$ cat config.mk
export PLATFORM = sky130hd
export DESIGN_NAME = exec_unit
export DESIGN_NICKNAME = d
export VERILOG_FILES = /design/src/source/rv_exec_pkg.sv /design/src/source/inst_decode.sv /design/src/source/alu_ctrl.sv /design/src/source/alu.sv /design/src/source/branch_resolve.sv /design/src/source/exec_unit.sv
export SDC_FILE = /design/constraint.sdc
export NUM_CORES = 1
export LEC_CHECK = 0
export BUFFER_PORTS_ARGS = -buffer_cell sky130_fd_sc_hd__buf_2
export CAP_MARGIN = 40
export CORE_MARGIN = 8
export CORE_UTILIZATION = 25
export DETAILED_ROUTE_END_ITERATION = 6
export GPL_ROUTABILITY_DRIVEN = 1
export SYNTH_ARGS = -nofsm -noshare
export SYNTH_HDL_FRONTEND = slang
export SYNTH_SLANG_ARGS = --single-unit
$ cat constraint.sdc
create_clock -name clk -period 0.9 [get_ports clk]
set_input_delay 0.135 -clock clk [delete_from_list [all_inputs] [get_ports clk]]
set_output_delay 0.135 -clock clk [all_outputs]
set_load 0.005 [all_outputs]
$ cat src/source/rv_exec_pkg.sv
// RV32I execute stage shared codes
// Opcodes, function codes, ALU selects and instruction formats
package rv_exec_pkg;

  // Major opcodes
  parameter logic [6:0] OPC_OP     = 7'b0110011;
  parameter logic [6:0] OPC_OP_IMM = 7'b0010011;
  parameter logic [6:0] OPC_LOAD   = 7'b0000011;
  parameter logic [6:0] OPC_STORE  = 7'b0100011;
  parameter logic [6:0] OPC_BRANCH = 7'b1100011;
  parameter logic [6:0] OPC_LUI    = 7'b0110111;
  parameter logic [6:0] OPC_AUIPC  = 7'b0010111;

  // ALU funct3
  parameter logic [2:0] FNC_ADD_SUB = 3'b000;
  parameter logic [2:0] FNC_SLL     = 3'b001;
  parameter logic [2:0] FNC_SLT     = 3'b010;
  parameter logic [2:0] FNC_SLTU    = 3'b011;
  parameter logic [2:0] FNC_XOR     = 3'b100;
  parameter logic [2:0] FNC_SRL_SRA = 3'b101;
  parameter logic [2:0] FNC_OR      = 3'b110;
  parameter logic [2:0] FNC_AND     = 3'b111;

  // Branch funct3
  parameter logic [2:0] FNC_BEQ  = 3'b000;
  parameter logic [2:0] FNC_BNE  = 3'b001;
  parameter logic [2:0] FNC_BLT  = 3'b100;
  parameter logic [2:0] FNC_BGE  = 3'b101;
  parameter logic [2:0] FNC_BLTU = 3'b110;
  parameter logic [2:0] FNC_BGEU = 3'b111;

  typedef enum logic [1:0] {MEM_ADD, BRANCH, R_TYPE, I_TYPE} alu_op_e;

  typedef enum logic [3:0] {
    ALU_CTRL_ADD, ALU_CTRL_SUB, ALU_CTRL_AND, ALU_CTRL_OR, ALU_CTRL_XOR,
    ALU_CTRL_SLT, ALU_CTRL_SLTU, ALU_CTRL_SLL, ALU_CTRL_SRL, ALU_CTRL_SRA
  } alu_ctrl_e;

  typedef enum logic [1:0] {OUT_ADD_SUB, OUT_BITWISE, OUT_LESS, OUT_SHIFT} out_sel_e;
  typedef enum logic [1:0] {BW_NONE, BW_AND, BW_OR, BW_XOR} bitwise_sel_e;
  typedef enum logic [1:0] {SH_NONE, SH_SLL, SH_SRL, SH_SRA} shift_sel_e;
  typedef enum logic [1:0] {A_RS1, A_PC, A_ZERO} a_sel_e;

  typedef struct packed {
    logic [6:0] funct7;
    logic [4:0] rs2, rs1;
    logic [2:0] funct3;
    logic [4:0] rd;
    logic [6:0] opcode;
  } r_fmt_t;

  typedef struct packed {
    logic [11:0] imm;
    logic [4:0]  rs1;
    logic [2:0]  funct3;
    logic [4:0]  rd;
    logic [6:0]  opcode;
  } i_fmt_t;

  typedef struct packed {
    logic [6:0] imm_11_5;
    logic [4:0] rs2, rs1;
    logic [2:0] funct3;
    logic [4:0] imm_4_0;
    logic [6:0] opcode;
  } s_fmt_t;

  // U immediate is everything above bit 11
  typedef struct packed {
    logic       imm_12;
    logic [5:0] imm_10_5;
    logic [4:0] rs2, rs1;
    logic [2:0] funct3;
    logic [3:0] imm_4_1;
    logic       imm_11;
    logic [6:0] opcode;
  } bu_fmt_t;

  typedef union packed {
    r_fmt_t  r;
    i_fmt_t  i;
    s_fmt_t  s;
    bu_fmt_t bu;
  } inst_u;

endpackage

$ cat src/source/inst_decode.sv
// Instruction decoder
`timescale 1ns/1ps

module inst_decode #(
  parameter int DWIDTH = 32
) (
  input  rv_exec_pkg::inst_u   instr,
  output rv_exec_pkg::alu_op_e alu_op,
  output logic [3:0]           func,
  output rv_exec_pkg::a_sel_e  a_sel,
  output logic                 b_imm,
  output logic [DWIDTH-1:0]    imm,
  output logic                 is_branch,
  output logic                 illegal
);

  logic [31:0] imm_i;
  logic [31:0] imm_s;
  logic [31:0] imm_b;
  logic [31:0] imm_u;
  logic [31:0] imm32;

  assign imm_i = {{20{instr.i.imm[11]}}, instr.i.imm};
  assign imm_s = {{20{instr.s.imm_11_5[6]}}, instr.s.imm_11_5, instr.s.imm_4_0};
  assign imm_b = {{19{instr.bu.imm_12}}, instr.bu.imm_12, instr.bu.imm_11,
                  instr.bu.imm_10_5, instr.bu.imm_4_1, 1'b0};
  assign imm_u = {instr.bu.imm_12, instr.bu.imm_10_5, instr.bu.rs2, instr.bu.rs1,
                  instr.bu.funct3, 12'b0};

  // Bit 30 picks SUB and SRA
  assign func = {instr.r.funct7[5], instr.r.funct3};

  always_comb begin
    alu_op    = rv_exec_pkg::MEM_ADD;
    a_sel     = rv_exec_pkg::A_RS1;
    b_imm     = 1'b1;
    imm32     = imm_i;
    is_branch = 1'b0;
    illegal   = 1'b0;
    case (instr.r.opcode)
      rv_exec_pkg::OPC_OP: begin
        alu_op = rv_exec_pkg::R_TYPE;
        b_imm  = 1'b0;
      end
      rv_exec_pkg::OPC_OP_IMM: alu_op = rv_exec_pkg::I_TYPE;
      rv_exec_pkg::OPC_LOAD:   imm32 = imm_i;
      rv_exec_pkg::OPC_STORE:  imm32 = imm_s;
      rv_exec_pkg::OPC_BRANCH: begin
        alu_op    = rv_exec_pkg::BRANCH;
        b_imm     = 1'b0;  // Compare rs1 against rs2
        imm32     = imm_b;
        is_branch = 1'b1;
      end
      rv_exec_pkg::OPC_LUI: begin
        a_sel = rv_exec_pkg::A_ZERO;
        imm32 = imm_u;
      end
      rv_exec_pkg::OPC_AUIPC: begin
        a_sel = rv_exec_pkg::A_PC;
        imm32 = imm_u;
      end
      default: illegal = 1'b1;
    endcase
  end

  // Sign extend to the datapath width
  assign imm = DWIDTH'($signed(imm32));

endmodule

$ cat src/source/alu_ctrl.sv
// ALU control decode
`timescale 1ns/1ps

module alu_ctrl (
  input  rv_exec_pkg::alu_op_e      alu_op,
  input  logic [3:0]                func,
  output rv_exec_pkg::out_sel_e     out_sel,
  output rv_exec_pkg::bitwise_sel_e bitwise_sel,
  output rv_exec_pkg::shift_sel_e   shift_sel,
  output logic                      sub_less,
  output logic                      slt_unsigned
);

  rv_exec_pkg::alu_ctrl_e op;

  always_comb begin
    op = rv_exec_pkg::ALU_CTRL_ADD;
    case (alu_op)
      rv_exec_pkg::MEM_ADD: op = rv_exec_pkg::ALU_CTRL_ADD;
      rv_exec_pkg::BRANCH: begin
        case (func[2:0])
          rv_exec_pkg::FNC_BLT, rv_exec_pkg::FNC_BGE:   op = rv_exec_pkg::ALU_CTRL_SLT;
          rv_exec_pkg::FNC_BLTU, rv_exec_pkg::FNC_BGEU: op = rv_exec_pkg::ALU_CTRL_SLTU;
          default: op = rv_exec_pkg::ALU_CTRL_SUB;  // BEQ, BNE
        endcase
      end
      rv_exec_pkg::R_TYPE: begin
        case (func)
          {1'b0, rv_exec_pkg::FNC_ADD_SUB}: op = rv_exec_pkg::ALU_CTRL_ADD;
          {1'b1, rv_exec_pkg::FNC_ADD_SUB}: op = rv_exec_pkg::ALU_CTRL_SUB;
          {1'b0, rv_exec_pkg::FNC_AND}:     op = rv_exec_pkg::ALU_CTRL_AND;
          {1'b0, rv_exec_pkg::FNC_OR}:      op = rv_exec_pkg::ALU_CTRL_OR;
          {1'b0, rv_exec_pkg::FNC_XOR}:     op = rv_exec_pkg::ALU_CTRL_XOR;
          {1'b0, rv_exec_pkg::FNC_SLL}:     op = rv_exec_pkg::ALU_CTRL_SLL;
          {1'b0, rv_exec_pkg::FNC_SLT}:     op = rv_exec_pkg::ALU_CTRL_SLT;
          {1'b0, rv_exec_pkg::FNC_SLTU}:    op = rv_exec_pkg::ALU_CTRL_SLTU;
          {1'b0, rv_exec_pkg::FNC_SRL_SRA}: op = rv_exec_pkg::ALU_CTRL_SRL;
          {1'b1, rv_exec_pkg::FNC_SRL_SRA}: op = rv_exec_pkg::ALU_CTRL_SRA;
          default: op = rv_exec_pkg::ALU_CTRL_ADD;
        endcase
      end
      rv_exec_pkg::I_TYPE: begin
        case (func[2:0])
          rv_exec_pkg::FNC_ADD_SUB: op = rv_exec_pkg::ALU_CTRL_ADD;  // No SUBI
          rv_exec_pkg::FNC_SLT:     op = rv_exec_pkg::ALU_CTRL_SLT;
          rv_exec_pkg::FNC_SLTU:    op = rv_exec_pkg::ALU_CTRL_SLTU;
          rv_exec_pkg::FNC_XOR:     op = rv_exec_pkg::ALU_CTRL_XOR;
          rv_exec_pkg::FNC_OR:      op = rv_exec_pkg::ALU_CTRL_OR;
          rv_exec_pkg::FNC_AND:     op = rv_exec_pkg::ALU_CTRL_AND;
          rv_exec_pkg::FNC_SLL:     op = rv_exec_pkg::ALU_CTRL_SLL;
          default: op = func[3] ? rv_exec_pkg::ALU_CTRL_SRA : rv_exec_pkg::ALU_CTRL_SRL;
        endcase
      end
      default: op = rv_exec_pkg::ALU_CTRL_ADD;
    endcase
  end

  // Fan out to the datapath selects
  always_comb begin
    out_sel      = rv_exec_pkg::OUT_ADD_SUB;
    bitwise_sel  = rv_exec_pkg::BW_NONE;
    shift_sel    = rv_exec_pkg::SH_NONE;
    sub_less     = 1'b0;
    slt_unsigned = 1'b0;
    case (op)
      rv_exec_pkg::ALU_CTRL_ADD: out_sel = rv_exec_pkg::OUT_ADD_SUB;
      rv_exec_pkg::ALU_CTRL_SUB: sub_less = 1'b1;
      rv_exec_pkg::ALU_CTRL_AND: begin
        out_sel     = rv_exec_pkg::OUT_BITWISE;
        bitwise_sel = rv_exec_pkg::BW_AND;
      end
      rv_exec_pkg::ALU_CTRL_OR: begin
        out_sel     = rv_exec_pkg::OUT_BITWISE;
        bitwise_sel = rv_exec_pkg::BW_OR;
      end
      rv_exec_pkg::ALU_CTRL_XOR: begin
        out_sel     = rv_exec_pkg::OUT_BITWISE;
        bitwise_sel = rv_exec_pkg::BW_XOR;
      end
      rv_exec_pkg::ALU_CTRL_SLT: begin
        out_sel  = rv_exec_pkg::OUT_LESS;
        sub_less = 1'b1;
      end
      rv_exec_pkg::ALU_CTRL_SLTU: begin
        out_sel      = rv_exec_pkg::OUT_LESS;
        sub_less     = 1'b1;
        slt_unsigned = 1'b1;
      end
      rv_exec_pkg::ALU_CTRL_SLL: begin
        out_sel   = rv_exec_pkg::OUT_SHIFT;
        shift_sel = rv_exec_pkg::SH_SLL;
      end
      rv_exec_pkg::ALU_CTRL_SRL: begin
        out_sel   = rv_exec_pkg::OUT_SHIFT;
        shift_sel = rv_exec_pkg::SH_SRL;
      end
      rv_exec_pkg::ALU_CTRL_SRA: begin
        out_sel   = rv_exec_pkg::OUT_SHIFT;
        shift_sel = rv_exec_pkg::SH_SRA;
      end
      default: out_sel = rv_exec_pkg::OUT_ADD_SUB;
    endcase
  end

endmodule

$ cat src/source/alu.sv
// Integer ALU
`timescale 1ns/1ps

module alu #(
  parameter int DWIDTH = 32
) (
  input  logic [DWIDTH-1:0]         a,
  input  logic [DWIDTH-1:0]         b,
  input  rv_exec_pkg::out_sel_e     out_sel,
  input  rv_exec_pkg::bitwise_sel_e bitwise_sel,
  input  rv_exec_pkg::shift_sel_e   shift_sel,
  input  logic                      sub_less,
  input  logic                      slt_unsigned,
  output logic [DWIDTH-1:0]         out
);

  localparam int SHW = $clog2(DWIDTH);

  logic [DWIDTH-1:0] add_sub_out;
  logic [DWIDTH-1:0] bitwise_out;
  logic [DWIDTH-1:0] shift_out;
  logic [SHW-1:0]    shamt;
  logic              less;

  // Two's complement subtract through inverted b plus carry in
  assign add_sub_out = a + (b ^ {DWIDTH{sub_less}}) + DWIDTH'(sub_less);

  // Differing signs decide without the difference
  assign less = (a[DWIDTH-1] == b[DWIDTH-1]) ? add_sub_out[DWIDTH-1] :
                slt_unsigned ? b[DWIDTH-1] : a[DWIDTH-1];

  always_comb begin
    case (bitwise_sel)
      rv_exec_pkg::BW_AND: bitwise_out = a & b;
      rv_exec_pkg::BW_OR:  bitwise_out = a | b;
      rv_exec_pkg::BW_XOR: bitwise_out = a ^ b;
      default:             bitwise_out = '0;
    endcase
  end

  assign shamt = b[SHW-1:0];

  always_comb begin
    case (shift_sel)
      rv_exec_pkg::SH_SLL: shift_out = a << shamt;
      rv_exec_pkg::SH_SRL: shift_out = a >> shamt;
      rv_exec_pkg::SH_SRA: shift_out = $signed(a) >>> shamt;
      default:             shift_out = '0;
    endcase
  end

  always_comb begin
    case (out_sel)
      rv_exec_pkg::OUT_ADD_SUB: out = add_sub_out;
      rv_exec_pkg::OUT_BITWISE: out = bitwise_out;
      rv_exec_pkg::OUT_LESS:    out = DWIDTH'(less);
      default:                  out = shift_out;
    endcase
  end

endmodule

$ cat src/source/branch_resolve.sv
// Branch condition and target
`timescale 1ns/1ps

module branch_resolve #(
  parameter int DWIDTH = 32
) (
  input  logic [2:0]        funct3,
  input  logic [DWIDTH-1:0] alu_out,
  input  logic [DWIDTH-1:0] pc,
  input  logic [DWIDTH-1:0] imm,
  input  logic              is_branch,
  output logic              taken,
  output logic [DWIDTH-1:0] target
);

  logic cond;
  logic zero;

  assign zero = (alu_out == '0);  // rs1 - rs2 from the ALU

  always_comb begin
    case (funct3)
      rv_exec_pkg::FNC_BEQ:  cond = zero;
      rv_exec_pkg::FNC_BNE:  cond = !zero;
      rv_exec_pkg::FNC_BLT:  cond = alu_out[0];
      rv_exec_pkg::FNC_BGE:  cond = !alu_out[0];
      rv_exec_pkg::FNC_BLTU: cond = alu_out[0];
      rv_exec_pkg::FNC_BGEU: cond = !alu_out[0];
      default:               cond = 1'b0;
    endcase
  end

  assign taken = is_branch & cond;

  // Separate adder so the ALU stays on the compare
  assign target = pc + imm;

endmodule

$ cat src/source/exec_unit.sv
// RV32I execute stage top
`timescale 1ns/1ps

module exec_unit #(
  parameter int DWIDTH = 32
) (
  input  logic               clk,
  input  logic               arst_n,
  input  logic               in_valid,
  input  rv_exec_pkg::inst_u instr,
  input  logic [DWIDTH-1:0]  pc,
  input  logic [DWIDTH-1:0]  rs1_val,
  input  logic [DWIDTH-1:0]  rs2_val,
  output logic               out_valid,
  output logic               branch_taken,
  output logic               illegal_instr,
  output logic [DWIDTH-1:0]  result,
  output logic [DWIDTH-1:0]  branch_target
);

  rv_exec_pkg::alu_op_e      alu_op;
  rv_exec_pkg::a_sel_e       a_sel;
  rv_exec_pkg::out_sel_e     out_sel;
  rv_exec_pkg::bitwise_sel_e bitwise_sel;
  rv_exec_pkg::shift_sel_e   shift_sel;
  logic [3:0]                func;
  logic                      b_imm, is_branch, illegal;
  logic                      sub_less, slt_unsigned, taken;
  logic [DWIDTH-1:0]         imm, op_a, op_b, alu_out, target;

  inst_decode #(.DWIDTH(DWIDTH)) decode_i (
    .instr, .alu_op, .func, .a_sel, .b_imm, .imm, .is_branch, .illegal
  );

  alu_ctrl ctrl_i (
    .alu_op, .func, .out_sel, .bitwise_sel, .shift_sel, .sub_less, .slt_unsigned
  );

  // Operand muxes
  always_comb begin
    case (a_sel)
      rv_exec_pkg::A_PC:   op_a = pc;
      rv_exec_pkg::A_ZERO: op_a = '0;  // LUI
      default:             op_a = rs1_val;
    endcase
  end
  assign op_b = b_imm ? imm : rs2_val;

  alu #(.DWIDTH(DWIDTH)) alu_i (
    .a(op_a), .b(op_b), .out_sel, .bitwise_sel, .shift_sel, .sub_less, .slt_unsigned,
    .out(alu_out)
  );

  branch_resolve #(.DWIDTH(DWIDTH)) branch_i (
    .funct3(instr.r.funct3), .alu_out, .pc, .imm, .is_branch, .taken, .target
  );

  always_ff @(posedge clk or negedge arst_n) begin
    if (!arst_n) begin
      out_valid     <= 1'b0;
      branch_taken  <= 1'b0;
      illegal_instr <= 1'b0;
      result        <= '0;
      branch_target <= '0;
    end else begin
      out_valid <= in_valid;
      if (in_valid) begin  // Hold last values while idle
        branch_taken  <= taken;
        illegal_instr <= illegal;
        result        <= alu_out;
        branch_target <= target;
      end
    end
  end

endmodule

==> results.yml <==
cts:
  numCtsBuffers: 9
  insertion_delay_ns: 0.35
  clock_path_buffers: 2
  clock_sinks: 67
  ctsRootBufferMaster: "clkbuf_16"
  cts-htree-levels: 3
  cts_tree: "done"
  clk_pin_slew_ns: 0.07
setup_path:
  cpMostUsedCell: "buf_4"
  slowest_delay_ns: 0.55
  criticalPathCategory: "primary input to flop"
  cp_max_fo: 4
  path_buf_inv: 6
  crit_required_ns: 1.13
  critPathArrivalTime_ns: 6.08
  crit_path_top_delay_cell: "or4_4"
  start_kind: "primary input"
  end_kind: "flop"
  path_delay_family: "simple AND/OR/NAND/NOR gates"
placement:
  placed_cells: 3431
  gp_congestion: 1.03
  numPortBuffers: 197
  dpl-instance-area_um2: 21900
  dpl_worst_slack_ns: -5.59
  hpwlAfterDp_mm: 66.9
global_route:
  grt_pass1_vias: 19400
  grt_antenna_before_repair: 0
  overflow: 0
  grt_max_degree: 43
  grt_pass1_wl_mm: 120
  grt_usage: 0.256
synthesis:
  yosys.cell_types.count: 88
  synth_cells: 1791
  yosys.area.top_type: "dfrtp_1"
  ys_seq_elements: 67
  avgSynthCellArea_um2: 7.48
  synth_top_area_share: 0.125
  synthFlopType: "dfrtp_1"
  async_flop_share: 1.00
  synth_area_um2: 13400
  seq_area_frac_synth: 0.125
  synth_fp_nets: 2057
  yosysWarnings: 0
  synth_area_leaders: "dfrtp_1 13%, ha_1 12%, mux2i_1 9.6%"
  synth_edf_count: 0
floorplanning:
  die_w_um: 248
  ios: 198
  die_h_um: 248
  fp.dieArea_um2: 61300
  coreArea_um2: 53400
  start_util: 0.251
  num_rows: 85
timing:
  clock_skew_ns: 0
  tightest_slew_ns: 0.717
  min_period_ns: 5.85
  fmax_ghz: 0.171
  slew-limit-headroom: 0.508
  rsz0062_at_grt: "yes"
  worst_slack_ns: -4.95
  drv_slew: 0
  finalHoldViolations: 0
  setup_viol: 133
  fin_crit_sh: 6.50
  hold_ws_ns: 0.154
power:
  leakagePower_nw: 11.8
  power_density_nw_per_um2: 1100
  ir_worst_vdd_mv: 1.29
  p_total_w: 0.0265
status:
  violations: "setup timing"
  status: "complete, but fails checks"
final_layout:
  fillerInstances: 5307
  final_common_cell: "buf_4"
  drive_gt1_frac: 0.510
  finalInstanceArea_um2: 24100
  finalNetCount: 3075
  syn_to_final_growth_pct: 79.9
  fin_cells: 3511
  final_cell_mix: "846 x buf_4, 187 x buf_2, 149 x nand2_1"
drt:
  drcViolationCount: 0
  vias_per_cell: 5.40
  drt_iter0_drc: 1270
  vias: 18900
  route.antenna.remaining_nets: 0
  drt_wl_total_mm: 81.9
  dr.pass1.iters: 6
  drt-wirelength-per-cell_um: 23.3
min_path:
  hp-class: "primary input to asynchronous set/reset pin"
job:
  drv_cap: 0
==> through the flow <==
step / setup TNS [ns] / utilization
after floorplan: -194.03 / -
after global placement: -247.04 / 0.410
after detailed placement: -250.79 / 0.410
after CTS: -223.70 / 0.436
after global routing: -239.09 / 0.452
final: -228.32 / 0.452
==> cells by family after synthesis <==
group / count (synthesis) / synth area share
AOI/OAI and AO/OA: 563 / 0.283
xor gates and xnor gates: 80 / 0.0523
adders and majority gates: 135 / 0.127
buffers and inverters: 211 / 0.0628
DFF: 67 / 0.125
muxes: 193 / 0.158
and+or+nand+nor: 542 / 0.191
==> cell usage after synthesis, drive strengths merged (6+ instances only) <==
library cell / number
nand4: 19
nand2b: 12
a21o: 23
nor2: 159
o22ai: 12
a22o: 7
a22oi: 55
mux2i: 129
a31o: 8
o2111ai: 6
mux2: 54
mux4: 10
o21ai: 108
o21a: 15
o21bai: 10
and2: 15
xnor2: 66
a2111oi: 7
nand3: 42
a221oi: 23
a31oi: 20
o31ai: 12
nand2: 158
or4: 8
a211oi: 28
inv: 98
a21oi: 138
or2: 6
dfrtp: 67
or3: 10
nor4: 10
clkbuf: 76
a32oi: 7
and3: 15
nor2b: 18
buf: 35
xor2: 14
nor3: 50
ha: 133
o221ai: 10
o211ai: 13
==> layout make-up <==
cell class / count / area [um2] / area share
antenna: 1 / 2.50 / 0.000104
clock buffer: 11 / 253 / 0.0105
clock inverter: 5 / 83.8 / 0.00348
inverter: 100 / 385 / 0.0160
multi-input combinational: 1513 / 12400 / 0.513
sequential: 67 / 1680 / 0.0695
tap: 696 / 871 / 0.0361
timing repair buffer: 1118 / 8460 / 0.351
==> layer usage <==
layer	vias up	GRT usage	wire length [um]
met1	9238	0.335	35000
met4	0	0.103	3570
li1	8733	-	-
met5	-	0	0
met3	150	0.0420	6290
met2	827	0.417	37000
==> registers in the layout, indices dropped and copies added (netlist names) <==
name and cells:
result 32, illegal_instr 1, branch_target 32, branch_taken 1, out_valid 1
==> power breakdown <==
| group | internal (W) | leakage, nW | switching [W] |
|---|---|---|---|
| combinational | 0.00916 | 10.8 | 0.00893 |
| clock | 0.00259 | 0.158 | 0.00159 |
| sequential | 0.00374 | 0.769 | 0.000504 |
| total | 0.0155 | 11.8 | 0.0110 |
==> worst paths after layout <==
path                              startpoint           endpoint  slack [ns]  cells after the start
hold / removal                        arst_n  branch_target[19]        0.15                      2
min in group clk                    in_valid         result[29]        0.26                      4
hold reg to reg            branch_target[14]  branch_target[14]        0.51                      1
setup reg to reg                   result[1]          result[1]       -0.01                      2
setup / recovery                   instr[13]       branch_taken       -4.95                     26
max in group asynchronous             arst_n   branch_target[0]        0.34                      3
==> worst reg2reg max path: stages (launching register included) <==
cell     delay, ns
dfrtp_1       0.41
nor2b_1       0.14
a31o_2        0.24
==> timing repair <==
item | 4_1_cts | 5_1_grt
setup buffers | 39 | 50
hold buffers | 1 | 0
cloned | 0 | 1
resized for setup | 176 | 117
hold endpoints to repair | 67 | 0
setup endpoints to repair | 133 | 133
pin swaps | 80 | 83
(Power assumes the default switching activity.)
